==> src/qpu_pkg.sv <==
package qpu_pkg;

  //////////////////////////////////////////////////
  // Widths
  //////////////////////////////////////////////////
  localparam int XLEN        = 32;
  localparam int NUM_REGS    = 8;
  localparam int REG_IDX_W   = 3;
  localparam int QUBIT_NUM   = 8;
  localparam int QUBIT_IDX_W = 3;
  localparam int TIME_WIDTH  = 24;
  localparam int GATE_W      = 8;

  // Opcodes, anything else runs as NOP
  typedef enum logic [5:0] {
    OP_NOP     = 6'd0,
    OP_ADDI    = 6'd1,
    OP_QWAIT   = 6'd2,
    OP_SMIS    = 6'd3,
    OP_QOP     = 6'd4,
    OP_MEASURE = 6'd5,
    OP_FMR     = 6'd6
  } qpu_op_e;

  //////////////////////////////////////////////////
  // Instruction word
  //////////////////////////////////////////////////
  // Classical format, used by ADDI, QWAIT and FMR
  typedef struct packed {
    logic [5:0]              opcode;
    logic [REG_IDX_W-1:0]    rd;
    logic [REG_IDX_W-1:0]    rs1;
    logic [3:0]              rsvd;
    logic signed [15:0]      imm;
  } qpu_cls_fmt_t;

  // Quantum format, used by SMIS, QOP and MEASURE
  typedef struct packed {
    logic [5:0]              opcode;
    logic [REG_IDX_W-1:0]    sidx;
    logic [QUBIT_NUM-1:0]    mask;
    logic [GATE_W-1:0]       gate;
    logic [6:0]              rsvd;
  } qpu_q_fmt_t;

  typedef union packed {
    qpu_cls_fmt_t cls;
    qpu_q_fmt_t   q;
  } qpu_instr_u;

  //////////////////////////////////////////////////
  // Internal and outside buses
  //////////////////////////////////////////////////
  typedef struct packed {
    qpu_op_e                 op;
    logic [REG_IDX_W-1:0]    rd;
    logic [REG_IDX_W-1:0]    rs1;
    logic [XLEN-1:0]         imm;
    logic [REG_IDX_W-1:0]    sidx;
    logic [QUBIT_NUM-1:0]    mask;
    logic [GATE_W-1:0]       gate;
    logic [QUBIT_IDX_W-1:0]  fmr_qubit;
  } qpu_dec_t;

  typedef struct packed {
    logic                    valid;
    logic [QUBIT_IDX_W-1:0]  qubit;
    logic                    value;
  } qpu_meas_t;

  typedef struct packed {
    logic                    valid;
    logic [TIME_WIDTH-1:0]   time_stamp;
    logic [GATE_W-1:0]       gate;
    logic [QUBIT_NUM-1:0]    mask;
    logic                    measure;
  } qpu_event_t;

  typedef struct packed {
    logic                    en;
    logic [REG_IDX_W-1:0]    idx;
    logic [XLEN-1:0]         cdata;
    logic [QUBIT_NUM-1:0]    mdata;
  } qpu_wb_t;

endpackage

==> src/qpu_exu_decode.sv <==
module qpu_exu_decode (
  input  qpu_pkg::qpu_instr_u                  i_instr,
  output qpu_pkg::qpu_dec_t                    o_dec,
  output logic [qpu_pkg::REG_IDX_W-1:0]        o_rs1_idx,
  output logic [qpu_pkg::REG_IDX_W-1:0]        o_sidx
);

  logic [5:0]        opcode;
  qpu_pkg::qpu_dec_t dec;

  // Both views keep the opcode in the same top bits
  assign opcode = i_instr.cls.opcode;

  always_comb
  begin
    dec    = '0;
    dec.op = qpu_pkg::OP_NOP;
    case (opcode)
      qpu_pkg::OP_ADDI,
      qpu_pkg::OP_QWAIT:
      begin
        dec.op  = (opcode == qpu_pkg::OP_ADDI) ? qpu_pkg::OP_ADDI : qpu_pkg::OP_QWAIT;
        dec.rd  = i_instr.cls.rd;
        dec.rs1 = i_instr.cls.rs1;
        // Sign extend to full word
        dec.imm = {{(qpu_pkg::XLEN-16){i_instr.cls.imm[15]}}, i_instr.cls.imm};
      end
      qpu_pkg::OP_FMR:
      begin
        dec.op        = qpu_pkg::OP_FMR;
        dec.rd        = i_instr.cls.rd;
        dec.fmr_qubit = i_instr.cls.imm[qpu_pkg::QUBIT_IDX_W-1:0];
      end
      qpu_pkg::OP_SMIS:
      begin
        dec.op   = qpu_pkg::OP_SMIS;
        dec.sidx = i_instr.q.sidx;
        dec.mask = i_instr.q.mask;
      end
      qpu_pkg::OP_QOP,
      qpu_pkg::OP_MEASURE:
      begin
        dec.op   = (opcode == qpu_pkg::OP_QOP) ? qpu_pkg::OP_QOP : qpu_pkg::OP_MEASURE;
        dec.sidx = i_instr.q.sidx;
        dec.gate = i_instr.q.gate;
      end
      default:
      begin
        // Unknown opcode, left as NOP
        dec.op = qpu_pkg::OP_NOP;
      end
    endcase
  end

  assign o_dec     = dec;
  assign o_rs1_idx = dec.rs1;
  assign o_sidx    = dec.sidx;

endmodule

==> src/qpu_exu_regfile.sv <==
module qpu_exu_regfile (
  input  logic                                 clk,
  input  logic                                 i_rst_n,
  input  logic [qpu_pkg::REG_IDX_W-1:0]        i_rs1_idx,
  input  logic [qpu_pkg::REG_IDX_W-1:0]        i_sidx,
  input  logic [qpu_pkg::QUBIT_IDX_W-1:0]      i_fmr_qubit,
  input  qpu_pkg::qpu_wb_t                     i_cwb,
  input  qpu_pkg::qpu_wb_t                     i_mwb,
  input  logic                                 i_time_adv,
  input  logic [qpu_pkg::TIME_WIDTH-1:0]       i_time_amt,
  input  qpu_pkg::qpu_meas_t                   i_meas,
  output logic [qpu_pkg::XLEN-1:0]             o_rs1,
  output logic [qpu_pkg::QUBIT_NUM-1:0]        o_mask,
  output logic [qpu_pkg::TIME_WIDTH-1:0]       o_time,
  output logic                                 o_mrf_bit
);

  logic [qpu_pkg::XLEN-1:0]      crf [qpu_pkg::NUM_REGS];
  logic [qpu_pkg::QUBIT_NUM-1:0] msk [qpu_pkg::NUM_REGS];
  logic [qpu_pkg::TIME_WIDTH-1:0] timeline;
  logic [qpu_pkg::QUBIT_NUM-1:0] mrf;

  //////////////////////////////////////////////////
  // Classical registers
  //////////////////////////////////////////////////
  // r0 is cleared at reset and never written
  always_ff @(posedge clk)
  begin
    if (!i_rst_n)
    begin
      for (int i = 0; i < qpu_pkg::NUM_REGS; i++)
      begin
        crf[i] <= '0;
      end
    end
    else if (i_cwb.en && (i_cwb.idx != '0))
    begin
      crf[i_cwb.idx] <= i_cwb.cdata;
    end
  end

  // Mask registers
  always_ff @(posedge clk)
  begin
    if (!i_rst_n)
    begin
      for (int i = 0; i < qpu_pkg::NUM_REGS; i++)
      begin
        msk[i] <= '0;
      end
    end
    else if (i_mwb.en)
    begin
      msk[i_mwb.idx] <= i_mwb.mdata;
    end
  end

  //////////////////////////////////////////////////
  // Timeline and measurement results
  //////////////////////////////////////////////////
  always_ff @(posedge clk)
  begin
    if (!i_rst_n)
    begin
      timeline <= '0;
    end
    else if (i_time_adv)
    begin
      timeline <= timeline + i_time_amt;   // wraps at TIME_WIDTH
    end
  end

  always_ff @(posedge clk)
  begin
    if (!i_rst_n)
    begin
      mrf <= '0;
    end
    else if (i_meas.valid)
    begin
      mrf[i_meas.qubit] <= i_meas.value;
    end
  end

  // Combinational reads
  assign o_rs1     = crf[i_rs1_idx];
  assign o_mask    = msk[i_sidx];
  assign o_time    = timeline;
  assign o_mrf_bit = mrf[i_fmr_qubit];

endmodule

==> src/qpu_exu_moitf.sv <==
module qpu_exu_moitf (
  input  logic                                 clk,
  input  logic                                 i_rst_n,
  input  logic                                 i_issue,
  input  logic [qpu_pkg::QUBIT_NUM-1:0]        i_issue_mask,
  input  qpu_pkg::qpu_meas_t                   i_meas,
  output logic [qpu_pkg::QUBIT_NUM-1:0]        o_pending
);

  logic [qpu_pkg::QUBIT_NUM-1:0] pending;
  logic [qpu_pkg::QUBIT_NUM-1:0] set_vec;
  logic [qpu_pkg::QUBIT_NUM-1:0] clr_vec;

  // One flag per qubit, results name their qubit
  assign set_vec = i_issue ? i_issue_mask : '0;
  assign clr_vec = i_meas.valid ? (qpu_pkg::QUBIT_NUM'(1) << i_meas.qubit) : '0;

  // Set wins over clear on the same bit
  always_ff @(posedge clk)
  begin
    if (!i_rst_n)
    begin
      pending <= '0;
    end
    else
    begin
      pending <= (pending & ~clr_vec) | set_vec;
    end
  end

  assign o_pending = pending;

endmodule

==> src/qpu_exu_alu.sv <==
module qpu_exu_alu (
  input  logic                                 clk,
  input  logic                                 i_rst_n,
  input  logic                                 i_valid,
  output logic                                 o_ready,
  input  qpu_pkg::qpu_dec_t                    i_dec,
  input  logic [qpu_pkg::XLEN-1:0]             i_rs1,
  input  logic [qpu_pkg::QUBIT_NUM-1:0]        i_mask,
  input  logic [qpu_pkg::TIME_WIDTH-1:0]       i_time,
  input  logic                                 i_mrf_bit,
  input  logic [qpu_pkg::QUBIT_NUM-1:0]        i_pending,
  output qpu_pkg::qpu_wb_t                     o_cwb,
  output qpu_pkg::qpu_wb_t                     o_mwb,
  output logic                                 o_time_adv,
  output logic [qpu_pkg::TIME_WIDTH-1:0]       o_time_amt,
  output logic                                 o_issue,
  output logic [qpu_pkg::QUBIT_NUM-1:0]        o_issue_mask,
  output qpu_pkg::qpu_event_t                  o_event
);

  logic                     is_addi;
  logic                     is_qwait;
  logic                     is_smis;
  logic                     is_qop;
  logic                     is_meas;
  logic                     is_fmr;
  logic                     stall;
  logic                     accept;
  logic                     fire;
  logic [qpu_pkg::XLEN-1:0] sum;
  qpu_pkg::qpu_event_t      evt;

  assign is_addi  = (i_dec.op == qpu_pkg::OP_ADDI);
  assign is_qwait = (i_dec.op == qpu_pkg::OP_QWAIT);
  assign is_smis  = (i_dec.op == qpu_pkg::OP_SMIS);
  assign is_qop   = (i_dec.op == qpu_pkg::OP_QOP);
  assign is_meas  = (i_dec.op == qpu_pkg::OP_MEASURE);
  assign is_fmr   = (i_dec.op == qpu_pkg::OP_FMR);

  //////////////////////////////////////////////////
  // Dispatch stall rule
  //////////////////////////////////////////////////
  // FMR waits for its qubit, MEASURE for any overlap
  assign stall   = (is_fmr && i_pending[i_dec.fmr_qubit])
                || (is_meas && |(i_mask & i_pending));
  assign o_ready = !stall;
  assign accept  = i_valid && o_ready;

  //////////////////////////////////////////////////
  // Execution and writeback requests
  //////////////////////////////////////////////////
  // Shared adder for ADDI and QWAIT
  assign sum = i_rs1 + i_dec.imm;

  always_comb
  begin
    o_cwb       = '0;
    o_cwb.en    = accept && (is_addi || is_fmr);
    o_cwb.idx   = i_dec.rd;
    o_cwb.cdata = is_fmr ? {{(qpu_pkg::XLEN-1){1'b0}}, i_mrf_bit} : sum;
  end

  always_comb
  begin
    o_mwb       = '0;
    o_mwb.en    = accept && is_smis;
    o_mwb.idx   = i_dec.sidx;
    o_mwb.mdata = i_dec.mask;
  end

  assign o_time_adv   = accept && is_qwait;
  assign o_time_amt   = sum[qpu_pkg::TIME_WIDTH-1:0];
  assign o_issue      = accept && is_meas;
  assign o_issue_mask = i_mask;

  //////////////////////////////////////////////////
  // Event output register
  //////////////////////////////////////////////////
  assign fire = accept && (is_qop || is_meas);

  // Time is the timeline before this edge
  always_ff @(posedge clk)
  begin
    if (!i_rst_n)
    begin
      evt.valid <= 1'b0;
    end
    else
    begin
      evt.valid <= fire;
      if (fire)
      begin
        evt.time_stamp <= i_time;
        evt.gate       <= i_dec.gate;
        evt.mask       <= i_mask;
        evt.measure    <= is_meas;
      end
    end
  end

  assign o_event = evt;

endmodule

==> src/qpu_exu_top.sv <==
module qpu_exu_top (
  input  logic                                 clk,
  input  logic                                 i_rst_n,
  input  logic                                 i_instr_valid,
  output logic                                 o_instr_ready,
  input  qpu_pkg::qpu_instr_u                  i_instr,
  input  qpu_pkg::qpu_meas_t                   i_meas,
  output qpu_pkg::qpu_event_t                  o_event
);

  qpu_pkg::qpu_dec_t                   dec;
  logic [qpu_pkg::REG_IDX_W-1:0]       rs1_idx;
  logic [qpu_pkg::REG_IDX_W-1:0]       sidx;
  logic [qpu_pkg::XLEN-1:0]            rs1_data;
  logic [qpu_pkg::QUBIT_NUM-1:0]       mask_data;
  logic [qpu_pkg::TIME_WIDTH-1:0]      time_data;
  logic                                mrf_bit;
  logic [qpu_pkg::QUBIT_NUM-1:0]       pending;
  qpu_pkg::qpu_wb_t                    cwb;
  qpu_pkg::qpu_wb_t                    mwb;
  logic                                time_adv;
  logic [qpu_pkg::TIME_WIDTH-1:0]      time_amt;
  logic                                issue;
  logic [qpu_pkg::QUBIT_NUM-1:0]       issue_mask;

  qpu_exu_decode u_decode (
    .i_instr   (i_instr ),
    .o_dec     (dec     ),
    .o_rs1_idx (rs1_idx ),
    .o_sidx    (sidx    )
  );

  qpu_exu_regfile u_regfile (
    .clk         (clk          ),
    .i_rst_n     (i_rst_n      ),
    .i_rs1_idx   (rs1_idx      ),
    .i_sidx      (sidx         ),
    .i_fmr_qubit (dec.fmr_qubit),
    .i_cwb       (cwb          ),
    .i_mwb       (mwb          ),
    .i_time_adv  (time_adv     ),
    .i_time_amt  (time_amt     ),
    .i_meas      (i_meas       ),
    .o_rs1       (rs1_data     ),
    .o_mask      (mask_data    ),
    .o_time      (time_data    ),
    .o_mrf_bit   (mrf_bit      )
  );

  // Pending measurement tracker
  qpu_exu_moitf u_moitf (
    .clk          (clk        ),
    .i_rst_n      (i_rst_n    ),
    .i_issue      (issue      ),
    .i_issue_mask (issue_mask ),
    .i_meas       (i_meas     ),
    .o_pending    (pending    )
  );

  qpu_exu_alu u_alu (
    .clk          (clk           ),
    .i_rst_n      (i_rst_n       ),
    .i_valid      (i_instr_valid ),
    .o_ready      (o_instr_ready ),
    .i_dec        (dec           ),
    .i_rs1        (rs1_data      ),
    .i_mask       (mask_data     ),
    .i_time       (time_data     ),
    .i_mrf_bit    (mrf_bit       ),
    .i_pending    (pending       ),
    .o_cwb        (cwb           ),
    .o_mwb        (mwb           ),
    .o_time_adv   (time_adv      ),
    .o_time_amt   (time_amt      ),
    .o_issue      (issue         ),
    .o_issue_mask (issue_mask    ),
    .o_event      (o_event       )
  );

endmodule

==> config.mk <==
export PLATFORM = sky130hd
export DESIGN_NAME = qpu_exu_top
export DESIGN_NICKNAME = d
export VERILOG_FILES = /design/src/qpu_pkg.sv /design/src/qpu_exu_decode.sv /design/src/qpu_exu_regfile.sv /design/src/qpu_exu_moitf.sv /design/src/qpu_exu_alu.sv /design/src/qpu_exu_top.sv
export SDC_FILE = /design/constraint.sdc
export NUM_CORES = 1
export LEC_CHECK = 0
export BUFFER_PORTS_ARGS = -buffer_cell sky130_fd_sc_hd__clkbuf_2
export CORE_UTILIZATION = 62
export DETAILED_ROUTE_END_ITERATION = 7
export PLACE_DENSITY = 0.85
export REMOVE_ABC_BUFFERS = 1
export SLEW_MARGIN = 25
export SYNTH_ARGS = -nofsm -noshare
export SYNTH_HDL_FRONTEND = slang
export SYNTH_SLANG_ARGS = --single-unit
export TNS_END_PERCENT = 20
==> constraint.sdc <==
create_clock -name clk -period 7.6 [get_ports clk]
set_clock_uncertainty 0.2 [all_clocks]
set_input_delay 1.14 -clock clk [delete_from_list [all_inputs] [get_ports clk]]
set_output_delay 1.14 -clock clk [all_outputs]
set_load 0.05 [all_outputs]
=== Yosys cells after proc, flatten, opt, wreduce, memory -nomap -nowiden ===
Memories as Yosys holds them, arrays and structs flattened.
Index checks and enable logic that the tools add are counted.

* Flip-flop bits (word level): 82
* Bits in writable memories: 320
* Bits of input ports: 40
* Memories: 2

* Add/subtract/negate cells: 2
* Magnitude comparators: 3
* Equality and inequality tests: 12
* Shift-type cells: 1
* Muxes and demuxes: 31
* Bitwise logic cells: 4
* Reduce and logical (&&, ||, !) cells: 23

{| class="wikitable"
|+ Memory list
! name !! depth !! width !! read ports !! clocked after Yosys merged registers in !! wr ports !! line !! text
|-
| u_regfile.crf || 8 || 32 || 1 || 0 || 8 || qpu_exu_regfile.sv:18 || <nowiki>logic [qpu_pkg::XLEN-1:0] crf [qpu_pkg::NUM_REGS];</nowiki>
|-
| u_regfile.msk || 8 || 8 || 1 || 0 || 8 || qpu_exu_regfile.sv:19 || <nowiki>logic [qpu_pkg::QUBIT_NUM-1:0] msk [qpu_pkg::NUM_REGS];</nowiki>
|}

{| class="wikitable"
|+ Operator list
! cell !! count
|-
| $mux 32 || 2
|-
| $eq 6x3->1 const B || 6
|-
| $mux 35 || 1
|-
| $add 32x32->32 || 1
|-
| $mux 8 || 4
|-
| $reduce_or 32->1 || 1
|-
| $add 24x24->24 || 1
|-
| $eq 6x2->1 const B || 4
|-
| $pmux 6 s4 || 1
|-
| $and 8x8->8 || 2
|-
| $reduce_or 8->1 || 2
|-
| $mux 3 || 5
|-
| $mux 1 || 13
|-
| $eq 6x1->1 const B || 2
|-
| $logic_and 1x1->1 || 10
|-
| $bwmux 8 || 1
|-
| $lt 3x4->1 const B || 2
|-
| $not 8->8 || 1
|-
| $or 8x8->8 || 1
|-
| $shl 1x3->8 const A || 1
|-
| $bmux 1 s3 || 2
|-
| $reduce_or 3->1 || 2
|-
| $reduce_or 2->1 || 2
|-
| $demux 1 s3 || 1
|-
| other kinds (6) || 8
|}

=== Depth between registers and ports, before layout ===
An unclocked memory read counts as a cell.

* Word-level depth: 17
* Mapped depth: 28

=== Modules after synthesis ===
From an unflattened synthesis, not the netlist that was laid out.

* Cell total of the unflattened synthesis: 1,689
* Area, all modules: 21,600.7 µm²

{| class="wikitable"
|+ By module, submodules not included
! module !! times used !! cells each !! area an instance (µm²) !! sequential area each (µm²)
|-
| qpu_exu_regfile || 1 || 1,129 || 16,615.9 || 10,249.8
|-
| qpu_exu_alu || 1 || 409 || 3,777.4 || 1,251.2
|-
| qpu_exu_decode || 1 || 111 || 835.8 || 0.0
|-
| qpu_exu_moitf || 1 || 40 || 371.6 || 160.2
|}

=== Worst setup path before layout ===
Ideal clock, no wire load.

* Path type: input to register
* From: in i_instr[28] (netlist name)
* To: reg u_regfile.timeline (netlist bit u_regfile.o_time[23])
* Setup time: 72 ps
* Arrival time: 6,451 ps
* Slack: 877 ps
* Cell stages on the path: 27
* Path buffers: 2
* Cells stage by stage: nor4_1 -> clkbuf_1 -> and2_1 -> nand2_1 -> clkbuf_1 -> nand2_1 -> nand3_1 -> nand2_1 -> o21ai_0 -> ha_1 -> fa_1 -> a21o_1 -> a21oi_1 -> o21ai_0 -> a221o_1 -> a21oi_1 -> xnor2_1 -> ha_1 -> and3_1 -> and3_1 -> nand3_1 -> a31oi_1 -> a211oi_1 -> o21ai_0 -> a2111o_1 -> o21ai_0 -> mux2i_1

* Word-level cells in the longest chain between the ends: 11
* Elaborated cells on any way between the ends: 32
* Classes of those cells: add/sub: 2; eq/ne: 9; mux: 8; bitwise: 1; reduce/logical: 10; memory: 2

{| class="wikitable"
|+ RTL lines
! element !! line !! text
|-
| start, declared || qpu_exu_top.sv:6 || <nowiki>input qpu_pkg::qpu_instr_u i_instr,</nowiki>
|-
| parallel branches: the longest is 11 deep, another holds $mem_v2 8x32 || n/a ||
|-
| end signal, assigned || qpu_exu_regfile.sv:69 || <nowiki>timeline <= timeline + i_time_amt;</nowiki>
|-
| end, declared || qpu_exu_regfile.sv:20 || <nowiki>logic [qpu_pkg::TIME_WIDTH-1:0] timeline;</nowiki>
|}

Several ways; the timed one is not identified. The select of a mux whose other input is x is not followed.
A chain may end at the register's enable or synchronous reset.

=== Worst setup path in the final report ===
* From: in i_instr[28] (netlist name)
* To: reg u_regfile.timeline (netlist bit u_regfile.o_time[22])

Same word-level chain as after synthesis.

==> flow_summary.yaml <==
cts:
  cts_setup_buffers: 0
  cts_tree: "yes"
  holdBufCountCts: 0
  clkTransAtPathRegs_ns: 0.06
  clockBufferDepth: 3
  clock_latency_ns: 0.52
  cts_max_level: 2
  postCtsResizedCells: 0
  cts_root_buffer: "clkbuf_16"
  cts.sinks: 338
  numCtsBuffers: 36
timing:
  setup_slack_ns: 0.385
  max_freq_mhz: 139
  period_share: 0.949
  hold_violations: 0
  setup-violations-final: 0
  tightest_slew_ns: 0.974
  fin_crit_ns: 7.22
  slew_viol_final: 0
  slew_headroom: 0.351
  fin_tns_setup_ns: 0
  rsz0062_at_grt: "no"
hold_path:
  hp-class: "reg2reg"
cells_and_area:
  finalInstanceArea_um2: 19000
  area_growth_pct: 12.0
  nets: 1716
  drive_above_1_share: 0.162
  diodes: 0
global_routing:
  antenna_found_initial: 0
  overflow: 0
  grt_pass1_wl_mm: 68.6
  grt_start_max_net_pins: 65
  grtUsageTotal: 0.320
  grt_pass1_vias: 12500
power:
  p_per_area_nw_per_um2: 223
  vdd_drop_max_uv: 239
  cellLeakagePower_nw: 7.17
worst_setup_path:
  criticalPathCategory: "in2reg"
  worst-path-buf-inv: 2
  startpoint_type: "input pin"
  cp_top_family: "compound AO/OA/AOI/OAI gates"
  critPathRequiredTime_ns: 7.79
  max_stage_delay_ns: 0.74
  critPathSlowestCell: "nor4_2"
  path_max_fanout: 11
  path_common_cell: "o21ai_0"
  arrival_ns: 7.41
  endpoint_kind: "flip-flop"
floorplan:
  fp.dieArea_um2: 28000
  num_rows: 60
  die_height_um: 167
  num_io_pins: 83
  core_area_um2: 26900
  start_util: 0.630
  die_w_um: 167
synthesis:
  synth_cell_type_count: 68
  ys_seq_elements: 338
  synth_area_um2: 16900
  synth_edf_count: 297
  synthFlopType: "edfxtp_1"
  async_flop_share: 0
  avgSynthCellArea_um2: 11.0
  synth_warnings: 0
  seq_area_frac_synth: 0.575
  synth_cells: 1540
detailed_routing:
  vias: 12800
  drtPass1Iterations: 6
  avgViaCountPerCell: 6.43
  wire_per_inst_um: 22.3
  drc_errors: 0
  wl_mm: 44.5
  drtAntennaViolNets: 0
  drt_iter0_markers: 1369
job:
  timing.max_cap.violations: 0
place:
  placed_area_um2: 17800
  port-buffer-count: 82
  hpwl_mm: 29.8
  gp_congestion: 0.982
  pre_cts_slack_ns: 0.0774
status:
  outcome: "complete, no violations"
layer usage:
| layer | vias to the layer above | track usage | routed length (µm) |
|---|---|---|---|
| li1 | 5809 | - | - |
| met1 | 6078 | 0.400 | 15900 |
| met2 | 779 | 0.528 | 21400 |
| met3 | 152 | 0.0563 | 4620 |
| met4 | 0 | 0.183 | 2590 |
| met5 | - | 0 | 0 |
sequential cells by signal (all words and copies together), names as in the netlist:
signal             flops
u_regfile.mrf          8
u_regfile.crf        192
u_regfile.o_time      24
u_moitf.o_pending      8
u_alu.o_event         42
u_regfile.msk         64
cell usage after synthesis, drive strengths merged, types with 20 or more instances:
library cell  instances  area share
nand3                73       0.022
mux4                 21       0.028
o21ai                75       0.022
nor3                127       0.050
edfxtp              297        0.53
a21o                 27       0.012
xnor2                27       0.014
dfxtp                41       0.048
ha                   49       0.036
clkbuf               73       0.016
a21oi                54       0.016
nand2               253       0.056
nor2                156       0.035
and3                 40       0.015
mux2i                20       0.012
buf                  23      0.0086
per-stage QoR:
stage / power (mW) / hold slack [ns] / utilization / cells
floorplan: 2.36 / 0.221 / - / 1467
global placement: 2.50 / 0.241 / 0.662 / 1928
detailed placement: 2.51 / 0.250 / 0.662 / 1928
CTS: 4.24 / 0.258 / 0.706 / 1992
global route: 4.34 / 0.287 / 0.706 / 1992
finish: 4.24 / 0.261 / 0.706 / 1992
power by group:
group	switching (mW)	leakage [nW]	total, mW	internal, mW
sequential	0.0178	3.29	2.08	2.07
clock	0.715	0.573	1.75	1.03
combinational	0.286	3.30	0.401	0.115
tightest hold or removal path, delay by kind of cell (launching register included):
kind	cells	cell delay, ns
flip-flops	1	0.31
AND/OR/NAND/NOR	1	0.05
AO/OA/AOI/OAI	1	0.05
layout by cell type, fill, tap and decap left out, types with 10 or more instances in the layout:
cell	n
inv_1	10
and3_1	39
o21ai_0	62
xor2_1	13
a21o_1	27
ha_1	49
clkbuf_16	36
buf_4	38
mux2i_1	20
nand2_1	252
nor2_1	154
clkbuf_2	82
edfxtp_1	297
mux4_2	21
o22ai_1	14
conb_1	24
dfxtp_1	41
nand3_1	73
nor3_2	41
xnor2_1	27
or3_1	10
a21oi_1	54
o211ai_1	14
nor3_1	85
worst paths after layout:
check	from	to	slack, ns	cells past startpoint
hold / removal	u_regfile.mrf[2]	u_regfile.mrf[2]	0.26	2
setup reg to reg	u_regfile.crf[3][0]	u_regfile.o_time[22]	1.77	22
setup / recovery	i_instr[28]	u_regfile.o_time[22]	0.38	25
hold reg to reg	u_regfile.mrf[2]	u_regfile.mrf[2]	0.26	2
cells by family after synthesis:
kind of cell	share of synthesized area
compound gates	0.0961
flops	0.575
buf+inv	0.0275
mux	0.0451
xor+xnor	0.0207
other cells	0.000221
simple gates	0.197
fa+ha+maj	0.0386
cell type report:
class | count | area (µm²)
fillers | 1869 | 7900
repair buffers | 120 | 696
inverters | 12 | 45.0
well taps | 341 | 427
multi-input cells | 1117 | 6890
clock buffers | 45 | 955
clock inverters | 19 | 221
flip-flops and latches | 338 | 9740
Note: power is estimated with default switching activity, not from simulation.
